## config.mk

```make
export PLATFORM = sky130hd
export DESIGN_NAME = tapnw_top
export DESIGN_NICKNAME = d
export VERILOG_FILES = /design/src/tapnw_pkg.sv /design/src/tapnw_fsm.sv /design/src/tapnw_ctl_tap.sv /design/src/tapnw_stap.sv /design/src/tapnw_chain.sv /design/src/tapnw_top.sv
export SDC_FILE = /design/constraint.sdc
export NUM_CORES = 1
export LEC_CHECK = 0
export ABC_AREA = 1
export BUFFER_PORTS_ARGS = -buffer_cell sky130_fd_sc_hd__buf_2
export CAP_MARGIN = 20
export CORE_UTILIZATION = 30
export DETAILED_ROUTE_END_ITERATION = 6
export SETUP_SLACK_MARGIN = 0.1
export SYNTH_ARGS = -nofsm -noshare
export SYNTH_HDL_FRONTEND = slang
export SYNTH_SLANG_ARGS = --single-unit
```

## constraint.sdc

```tcl
create_clock -name tck -period 4.05 [get_ports tck]
set_input_delay 0 -clock tck [delete_from_list [all_inputs] [get_ports tck]]
set_output_delay 0 -clock tck [all_outputs]
set_load 0.02 [all_outputs]
```

## src/tapnw_pkg.sv

```systemverilog
// Package with the TAP state type, instruction codes, register widths, child count and ID codes
package tapnw_pkg;

   // ----------------------------------------------------------------------
   // TAP controller states
   // ----------------------------------------------------------------------
   // Encoding follows the usual 1149.1 state assignment
   typedef enum logic [3:0] {
      ST_EXIT2_DR = 4'h0,
      ST_EXIT1_DR = 4'h1,
      ST_SHIFT_DR = 4'h2,
      ST_PAUSE_DR = 4'h3,
      ST_SEL_IR   = 4'h4,
      ST_UPD_DR   = 4'h5,
      ST_CAP_DR   = 4'h6,
      ST_SEL_DR   = 4'h7,
      ST_EXIT2_IR = 4'h8,
      ST_EXIT1_IR = 4'h9,
      ST_SHIFT_IR = 4'hA,
      ST_PAUSE_IR = 4'hB,
      ST_RTI      = 4'hC,
      ST_UPD_IR   = 4'hD,
      ST_CAP_IR   = 4'hE,
      ST_TLR      = 4'hF
   } tap_state_t;

   // ----------------------------------------------------------------------
   // Instruction register
   // ----------------------------------------------------------------------
   localparam int IR_WIDTH = 4;
   // Fixed pattern loaded in Capture-IR
   localparam logic [IR_WIDTH-1:0] IR_CAPTURE   = 4'b0001;
   localparam logic [IR_WIDTH-1:0] INSTR_IDCODE = 4'h2;
   localparam logic [IR_WIDTH-1:0] INSTR_SELECT = 4'h8;
   localparam logic [IR_WIDTH-1:0] INSTR_BYPASS = 4'hF;

   // ----------------------------------------------------------------------
   // Data registers and network size
   // ----------------------------------------------------------------------
   localparam int ID_WIDTH = 32;
   localparam logic [ID_WIDTH-1:0] CTL_IDCODE       = 32'h1A5E_0001;
   // Child index is added in bits 15:12
   localparam logic [ID_WIDTH-1:0] STAP_IDCODE_BASE = 32'h2B60_0001;
   // Number of children and width of the select register
   localparam int NUM_STAPS = 3;

endpackage

```

## src/tapnw_fsm.sv

```systemverilog
// TAP controller state machine with decoded state strobes
`timescale 1ns/1ns

module tapnw_fsm import tapnw_pkg::*; (
   input  logic       tck,
   input  logic       arst_n,
   input  logic       ce,
   input  logic       park,
   input  logic       tms,
   output tap_state_t state,
   output logic       capture_dr,
   output logic       shift_dr,
   output logic       update_dr,
   output logic       capture_ir,
   output logic       shift_ir,
   output logic       update_ir,
   output logic       test_logic_reset
);

   tap_state_t state_nxt;

   // ----------------------------------------------------------------------
   // Next state from tms
   // ----------------------------------------------------------------------
   always_comb begin
      case (state)
         ST_TLR:      state_nxt = tms ? ST_TLR      : ST_RTI;
         ST_RTI:      state_nxt = tms ? ST_SEL_DR   : ST_RTI;
         ST_SEL_DR:   state_nxt = tms ? ST_SEL_IR   : ST_CAP_DR;
         ST_CAP_DR:   state_nxt = tms ? ST_EXIT1_DR : ST_SHIFT_DR;
         ST_SHIFT_DR: state_nxt = tms ? ST_EXIT1_DR : ST_SHIFT_DR;
         ST_EXIT1_DR: state_nxt = tms ? ST_UPD_DR   : ST_PAUSE_DR;
         ST_PAUSE_DR: state_nxt = tms ? ST_EXIT2_DR : ST_PAUSE_DR;
         ST_EXIT2_DR: state_nxt = tms ? ST_UPD_DR   : ST_SHIFT_DR;
         ST_UPD_DR:   state_nxt = tms ? ST_SEL_DR   : ST_RTI;
         // Select-IR with tms high falls back to reset
         ST_SEL_IR:   state_nxt = tms ? ST_TLR      : ST_CAP_IR;
         ST_CAP_IR:   state_nxt = tms ? ST_EXIT1_IR : ST_SHIFT_IR;
         ST_SHIFT_IR: state_nxt = tms ? ST_EXIT1_IR : ST_SHIFT_IR;
         ST_EXIT1_IR: state_nxt = tms ? ST_UPD_IR   : ST_PAUSE_IR;
         ST_PAUSE_IR: state_nxt = tms ? ST_EXIT2_IR : ST_PAUSE_IR;
         ST_EXIT2_IR: state_nxt = tms ? ST_UPD_IR   : ST_SHIFT_IR;
         ST_UPD_IR:   state_nxt = tms ? ST_SEL_DR   : ST_RTI;
         default:     state_nxt = ST_TLR;
      endcase
   end

   // State register
   // Park wins over the clock enable and pins the controller in reset
   always_ff @(posedge tck or negedge arst_n) begin
      if (!arst_n) begin
         state <= ST_TLR;
      end else if (park) begin
         state <= ST_TLR;
      end else if (ce) begin
         state <= state_nxt;
      end
   end

   // ----------------------------------------------------------------------
   // State strobes for the register logic
   // ----------------------------------------------------------------------
   assign capture_dr       = (state == ST_CAP_DR);
   assign shift_dr         = (state == ST_SHIFT_DR);
   assign update_dr        = (state == ST_UPD_DR);
   assign capture_ir       = (state == ST_CAP_IR);
   assign shift_ir         = (state == ST_SHIFT_IR);
   assign update_ir        = (state == ST_UPD_IR);
   assign test_logic_reset = (state == ST_TLR);

endmodule

```

## src/tapnw_ctl_tap.sv

```systemverilog
// Control TAP with instruction register, IDCODE, BYPASS and network select register
`timescale 1ns/1ns

module tapnw_ctl_tap import tapnw_pkg::*; (
   input  logic                 tck,
   input  logic                 arst_n,
   input  logic                 tms,
   input  logic                 tdi,
   output logic [NUM_STAPS-1:0] sel,
   output logic                 ctl_so,
   output logic                 shifting
);

   tap_state_t          state;
   logic                capture_dr;
   logic                shift_dr;
   logic                update_dr;
   logic                capture_ir;
   logic                shift_ir;
   logic                update_ir;
   logic                test_logic_reset;
   logic [IR_WIDTH-1:0] ir_sr;
   logic [IR_WIDTH-1:0] ir;
   logic [ID_WIDTH-1:0] id_sr;
   logic                byp;
   logic [NUM_STAPS-1:0] sel_sr;
   logic                id_instr;
   logic                sel_instr;
   logic                byp_instr;

   // Control TAP always runs and is never parked
   tapnw_fsm fsm_i (
      .tck              (tck),
      .arst_n           (arst_n),
      .ce               (1'b1),
      .park             (1'b0),
      .tms              (tms),
      .state            (state),
      .capture_dr       (capture_dr),
      .shift_dr         (shift_dr),
      .update_dr        (update_dr),
      .capture_ir       (capture_ir),
      .shift_ir         (shift_ir),
      .update_ir        (update_ir),
      .test_logic_reset (test_logic_reset)
   );

   // ----------------------------------------------------------------------
   // Instruction register
   // ----------------------------------------------------------------------
   always_ff @(posedge tck) begin
      if (capture_ir) begin
         ir_sr <= IR_CAPTURE;
      end else if (shift_ir) begin
         ir_sr <= {tdi, ir_sr[IR_WIDTH-1:1]};
      end
   end

   // Instruction in force, back to IDCODE in Test-Logic-Reset
   always_ff @(posedge tck or negedge arst_n) begin
      if (!arst_n) begin
         ir <= INSTR_IDCODE;
      end else if (test_logic_reset) begin
         ir <= INSTR_IDCODE;
      end else if (update_ir) begin
         ir <= ir_sr;
      end
   end

   // Unknown codes fall to BYPASS
   assign id_instr  = (ir == INSTR_IDCODE);
   assign sel_instr = (ir == INSTR_SELECT);
   assign byp_instr = !id_instr && !sel_instr;

   // ----------------------------------------------------------------------
   // Data registers
   // ----------------------------------------------------------------------
   always_ff @(posedge tck) begin
      if (capture_dr && id_instr) begin
         id_sr <= CTL_IDCODE;
      end else if (shift_dr && id_instr) begin
         id_sr <= {tdi, id_sr[ID_WIDTH-1:1]};
      end
   end

   // Bypass bit captures zero
   always_ff @(posedge tck) begin
      if (capture_dr && byp_instr) begin
         byp <= 1'b0;
      end else if (shift_dr && byp_instr) begin
         byp <= tdi;
      end
   end

   // Select shift stage reads back the present select
   always_ff @(posedge tck) begin
      if (capture_dr && sel_instr) begin
         sel_sr <= sel;
      end else if (shift_dr && sel_instr) begin
         sel_sr <= {tdi, sel_sr[NUM_STAPS-1:1]};
      end
   end

   // Select update register, all children parked after reset
   always_ff @(posedge tck or negedge arst_n) begin
      if (!arst_n) begin
         sel <= '0;
      end else if (test_logic_reset) begin
         sel <= '0;
      end else if (update_dr && sel_instr) begin
         sel <= sel_sr;
      end
   end

   // Serial out from the register picked by the current instruction
   always_comb begin
      if (state == ST_SHIFT_IR) begin
         ctl_so = ir_sr[0];
      end else if (id_instr) begin
         ctl_so = id_sr[0];
      end else if (sel_instr) begin
         ctl_so = sel_sr[0];
      end else begin
         ctl_so = byp;
      end
   end

   assign shifting = (state == ST_SHIFT_DR) || (state == ST_SHIFT_IR);

endmodule

```

## src/tapnw_stap.sv

```systemverilog
// Child TAP with state machine, instruction register, IDCODE, BYPASS and park control
`timescale 1ns/1ns

module tapnw_stap import tapnw_pkg::*; #(
   parameter int IDX = 0
) (
   input  logic tck,
   input  logic arst_n,
   input  logic st_tms,
   input  logic st_ce,
   input  logic st_park,
   input  logic st_tdi,
   output logic st_so
);

   // Child identification carries the index in bits 15:12
   localparam logic [ID_WIDTH-1:0] CHILD_IDCODE = STAP_IDCODE_BASE + (ID_WIDTH'(IDX) << 12);

   tap_state_t          state;
   logic                capture_dr;
   logic                shift_dr;
   logic                capture_ir;
   logic                shift_ir;
   logic                update_ir;
   logic                test_logic_reset;
   logic [IR_WIDTH-1:0] ir_sr;
   logic [IR_WIDTH-1:0] ir;
   logic [ID_WIDTH-1:0] id_sr;
   logic                byp;
   logic                id_instr;

   // No shadow data register here, so Update-DR has no use
   tapnw_fsm fsm_i (
      .tck              (tck),
      .arst_n           (arst_n),
      .ce               (st_ce),
      .park             (st_park),
      .tms              (st_tms),
      .state            (state),
      .capture_dr       (capture_dr),
      .shift_dr         (shift_dr),
      .update_dr        (),
      .capture_ir       (capture_ir),
      .shift_ir         (shift_ir),
      .update_ir        (update_ir),
      .test_logic_reset (test_logic_reset)
   );

   // ----------------------------------------------------------------------
   // Instruction register
   // ----------------------------------------------------------------------
   always_ff @(posedge tck) begin
      if (st_ce && capture_ir) begin
         ir_sr <= IR_CAPTURE;
      end else if (st_ce && shift_ir) begin
         ir_sr <= {st_tdi, ir_sr[IR_WIDTH-1:1]};
      end
   end

   // Parked children sit in reset and keep IDCODE
   always_ff @(posedge tck or negedge arst_n) begin
      if (!arst_n) begin
         ir <= INSTR_IDCODE;
      end else if (test_logic_reset) begin
         ir <= INSTR_IDCODE;
      end else if (st_ce && update_ir) begin
         ir <= ir_sr;
      end
   end

   // Anything but IDCODE acts as BYPASS
   assign id_instr = (ir == INSTR_IDCODE);

   // ----------------------------------------------------------------------
   // Data registers
   // ----------------------------------------------------------------------
   always_ff @(posedge tck) begin
      if (st_ce && id_instr) begin
         if (capture_dr) begin
            id_sr <= CHILD_IDCODE;
         end else if (shift_dr) begin
            id_sr <= {st_tdi, id_sr[ID_WIDTH-1:1]};
         end
      end
   end

   always_ff @(posedge tck) begin
      if (st_ce && !id_instr) begin
         if (capture_dr) begin
            byp <= 1'b0;
         end else if (shift_dr) begin
            byp <= st_tdi;
         end
      end
   end

   // Serial out toward the next TAP in the chain
   assign st_so = (state == ST_SHIFT_IR) ? ir_sr[0] : (id_instr ? id_sr[0] : byp);

endmodule

```

## src/tapnw_chain.sv

```systemverilog
// Scan chain router with per-child tdi steering, tdo mux, tms gating and clock enables
`timescale 1ns/1ns

module tapnw_chain import tapnw_pkg::*; (
   input  logic                 tms,
   input  logic                 tdi,
   input  logic [NUM_STAPS-1:0] sel,
   input  logic                 ctl_so,
   input  logic                 shifting,
   input  logic [NUM_STAPS-1:0] st_so,
   output logic [NUM_STAPS-1:0] st_tms,
   output logic [NUM_STAPS-1:0] st_ce,
   output logic [NUM_STAPS-1:0] st_park,
   output logic [NUM_STAPS-1:0] st_tdi,
   output logic                 tdo,
   output logic                 tdo_en
);

   // Serial data running down the chain during the scan below
   logic link;

   // ----------------------------------------------------------------------
   // Park control
   // ----------------------------------------------------------------------
   // Parked children see tms high so they stay in reset
   assign st_tms  = {NUM_STAPS{tms}} | ~sel;
   assign st_ce   = sel;
   assign st_park = ~sel;

   // ----------------------------------------------------------------------
   // Chain order
   // ----------------------------------------------------------------------
   // Walk upward from the control TAP
   // each enabled child takes the latest upstream output
   always_comb begin
      link = ctl_so;
      for (int i = 0; i < NUM_STAPS; i++) begin
         if (sel[i]) begin
            st_tdi[i] = link;
            link      = st_so[i];
         end else begin
            // Raw tdi here is ignored while the child is parked
            st_tdi[i] = tdi;
         end
      end
      // Whatever is left is the chain tail
      tdo = link;
   end

   // Output driver enabled only in shift states
   assign tdo_en = shifting;

endmodule

```

## src/tapnw_top.sv

```systemverilog
// Top level with the control TAP, chain router and child TAPs
`timescale 1ns/1ns

module tapnw_top import tapnw_pkg::*; (
   input  logic tck,
   input  logic arst_n,
   input  logic tms,
   input  logic tdi,
   output logic tdo,
   output logic tdo_en
);

   logic [NUM_STAPS-1:0] sel;
   logic                 ctl_so;
   logic                 shifting;
   logic [NUM_STAPS-1:0] st_tms;
   logic [NUM_STAPS-1:0] st_ce;
   logic [NUM_STAPS-1:0] st_park;
   logic [NUM_STAPS-1:0] st_tdi;
   logic [NUM_STAPS-1:0] st_so;

   // ----------------------------------------------------------------------
   // Control TAP at the head of the chain
   // ----------------------------------------------------------------------
   tapnw_ctl_tap ctl_i (
      .tck      (tck),
      .arst_n   (arst_n),
      .tms      (tms),
      .tdi      (tdi),
      .sel      (sel),
      .ctl_so   (ctl_so),
      .shifting (shifting)
   );

   // Chain router
   tapnw_chain chain_i (
      .tms      (tms),
      .tdi      (tdi),
      .sel      (sel),
      .ctl_so   (ctl_so),
      .shifting (shifting),
      .st_so    (st_so),
      .st_tms   (st_tms),
      .st_ce    (st_ce),
      .st_park  (st_park),
      .st_tdi   (st_tdi),
      .tdo      (tdo),
      .tdo_en   (tdo_en)
   );

   // ----------------------------------------------------------------------
   // Child TAPs, index sets the IDCODE
   // ----------------------------------------------------------------------
   for (genvar i = 0; i < NUM_STAPS; i++) begin : stap_g
      tapnw_stap #(
         .IDX (i)
      ) stap_i (
         .tck     (tck),
         .arst_n  (arst_n),
         .st_tms  (st_tms[i]),
         .st_ce   (st_ce[i]),
         .st_park (st_park[i]),
         .st_tdi  (st_tdi[i]),
         .st_so   (st_so[i])
      );
   end

endmodule

```

==> qor.csv <==
metric,value,unit
synth_area_leader_cell,edfxtp_1,
port_buffers,5,
powerDensity,648,nW/um2
yosys.cell_types.count,39,
cts_tree,built,
max-vdd-ir-drop,0.305,mV
layout.cells.non_filler,1146,
die_height,163,um
rows,58,
synth_top_cells_by_area,"edfxtp_1 (40%), dfxtp_1 (13%), nor2_1 (7.8%), inv_1 (7.0%), dfstp_2 (6.8%)",
tightest_slew,0.869,ns
post-place-cells,1110,
worst-setup-path-type,flip-flop to primary output,
drive_gt1_share,15.1,%
crit_slowest_cell,dfstp_2,
syn_nets,797,
hold_violations,0,
cts_setup_buffers,0,
pin_count,6,
fin_crit_sh,56.2,%
setup_viol,0,
met1_usage,14.2,%
worst-path-max-fanout,5,
cp-startpoint,ctl_i.fsm_i.state[1]$_DFF_PN1_,
drtPass1Iterations,4,
initial_core_util,30.6,%
grt_max_degree,36,
critical_path.top_delay_family,simple AND/OR/NAND/NOR gates,
slew_headroom,41.9,%
grt-ovfl-total,0,
leakagePower,0.00366,uW
wl_per_cell,11.0,um
synthSimpleGateAreaFrac,17.8,%
synthToLayoutAreaGrowth,13.8,%
cp.arrival,2.28,ns
clockBufferDepth,2,
yosys.area_share.adder,0,%
placeableCoreArea,25300,um2
routed_wl,12600,um
cap_violations,0,
clkTransAtPathRegs,0.07,ns
cp.required,4.05,ns
path_cells,"inv_2, nor2_4, nand3_2, inv_1, nand2_1, nand2_1, nand2_1, nand2_2, nand2_2, nand2_1, nand2_1, nand2_1, buf_2",
final_antenna_net_count,0,
synth_mux_area_share,0,%
synth_top_family_by_area,simple AND/OR/NAND/NOR gates,
clock_sinks,186,
drcViolationCount,0,
dieArea,26400,um2
diodes,0,
cpPeakStageDelay,0.55,ns
clk-insertion-delay-late,0.43,ns
crit_cells,13,
synthXorXnorAreaFrac,0,%
status,"finished, final reports clean",
grt_pass1_vias,4661,
vias,4891,
htree_levels,4,
hp-class,input port to async pin,
met2_usage,15.5,%
fillerInstances,2558,
fin_skew,0.0151,ns
gp_congestion,0.763,
place_hpwl,7800,um
viasPerCell,4.27,
cpMostUsedCell,nand2_1,
worstRegToRegCells,7,
synth-seq-cells,186,
critPathCaptureType,primary output,
die_w,163,um
final_util,34.8,%
rsz0062_at_grt,no,
yosysSeqAreaShare,64.0,%
avgSynthCellArea,9.75,um2
grt.busiest_layer,met2,
tns,0,ns
yosysWarnings,0,
syn_inst,793,
yosysTopAreaCellShare,39.6,%
cts_inserted_buffers,17,
start_kind,flip-flop,
grt_use_met3,2.83,%
final_max_slew_viol_count,0,
cp_num_buf_inv,3,
min_period,2.28,ns
final_nets,808,
groute.usage.overall,10.3,%
reg2reg_from,ctl_i.fsm_i.state[1]$_DFF_PN1_,
fmax,439,MHz
cts_root_buf,clkbuf_16,
antenna_found_initial,0,
synth_compound_area_share,9.02,%
grt_pass1_wl,21900,um
drtIter0Drc,489,
netlist_area,7730,um2
==> layout make-up <==
| cell class | instances | area [um2] | share of cell area, % |
|---|---|---|---|
| clock inverters | 13 | 194 | 2.20 |
| repair buffers | 14 | 125 | 1.42 |
| well taps | 330 | 413 | 4.69 |
| clock buffers | 18 | 429 | 4.88 |
| multi-input cells | 427 | 2100 | 23.9 |
| inverters | 158 | 593 | 6.74 |
| flip-flops and latches | 186 | 4940 | 56.2 |
==> synth_stat cells <==
library cell and n:
nor4_2 2, o311ai_0 1, dfxtp_1 49, a31oi_1 1
nor2_2 6, nand2_1 61, buf_4 3, o31ai_4 1
nor3_2 4, nor3_1 8, inv_1 144, o21ai_1 8
o21ai_0 58, o2111ai_1 5, clkbuf_2 2, o21a_1 1
o22ai_1 10, nor2_4 4, nand4_1 3, o211ai_1 6
or2_2 23, a21oi_1 22, o32ai_1 1, o31ai_1 2
nand2_2 3, nor4_1 1, nand3_2 3, dfrtp_1 15
buf_2 16, dfstp_2 20, nand3_1 28, edfxtp_1 102
a32o_1 2, inv_2 13, a32oi_1 1, a2bb2oi_1 1
nor2_1 161, clkinv_1 1, clkbuf_1 1
==> routing by layer <==
layer / vias up / wire length, um
li1: 2569 / -
met1: 2282 / 6720
met2: 34 / 5450
met3: 6 / 267
met4: 0 / 123
met5: - / 0
==> where the power goes <==
group	switching, uW	internal [uW]
registers	229	2410
logic	880	424
clock network	721	1040
total	1830	3870
==> state kept, by name, indices dropped and copies added, names as in the netlist <==
name and cells:
ctl_i.byp 1, ctl_i.fsm_i.state 4, ctl_i.id_sr 32, ctl_i.ir 4, ctl_i.ir_sr 4, ctl_i.sel 3, ctl_i.sel_sr 3, stap_g.stap_i.byp 3
stap_g.stap_i.fsm_i.state 12, stap_g.stap_i.id_sr 96, stap_g.stap_i.ir 12, stap_g.stap_i.ir_sr 12
==> worst register-to-register path, stage by stage (launching register included) <==
cell and delay [ns]:
dfstp_2 0.55, inv_2 0.06, nor2_4 0.13, nand2_1 0.13
nor2_4 0.55, inv_2 0.39, nand2_1 0.14, nand3_1 0.07
==> cells in the final DEF, fill, tap and decap left out, types with 4 or more instances in the layout <==
cell and instances:
nand3_1 28, buf_4 4, o22ai_1 10, inv_2 13, edfxtp_1 102, bufinv_16 4, nor2_4 4, o2111ai_1 5
nor2_1 159, or2_2 23, a21oi_1 22, dfrtp_1 15, o211ai_1 6, o21ai_1 8, buf_2 5, nor2_2 8
nor3_1 7, inv_1 144, nand2_1 61, o21ai_0 58, clkbuf_16 18, dfstp_2 20, dfxtp_1 49
==> repair_timing <==
| action | 4_1_cts | 5_1_grt |
|---|---|---|
| hold endpoints to repair | 19 | 0 |
| gates resized for setup | 0 | 0 |
| hold buffers | 3 | 0 |
==> cells by family after synthesis <==
| group | after synthesis |
|---|---|
| AO/OA/AOI/OAI | 120 |
| flip-flops | 186 |
| AND/OR/NAND/NOR | 307 |
| buffers and inverters | 180 |
==> final timing paths <==
path	end	slack, ns
hold / removal	stap_g[0].stap_i.ir[2]$_DFFE_PN0P_	0.21
max in group asynchronous	stap_g[1].stap_i.ir[2]$_DFFE_PN0P_	3.33
setup reg to reg	ctl_i.id_sr[20]$_SDFFE_PP1P_	1.87
min in group tck	stap_g[1].stap_i.ir[1]$_DFFE_PN1P_	0.42
setup / recovery	tdo	1.77
hold reg to reg	stap_g[1].stap_i.ir[1]$_DFFE_PN1P_	0.42
==> per-stage QoR <==
step	power, uW	area, um2	worst slack [ns]	hold WS, ns
CTS	5750	8760	1.74	0.231
detailed placement	3970	8100	1.86	0.128
global route	6080	8800	1.52	0.257
floorplan	3660	7730	0.711	-0.296
global placement	3950	8100	1.89	0.138
finish	5700	8800	1.77	0.207
(Power assumes the default switching activity.)
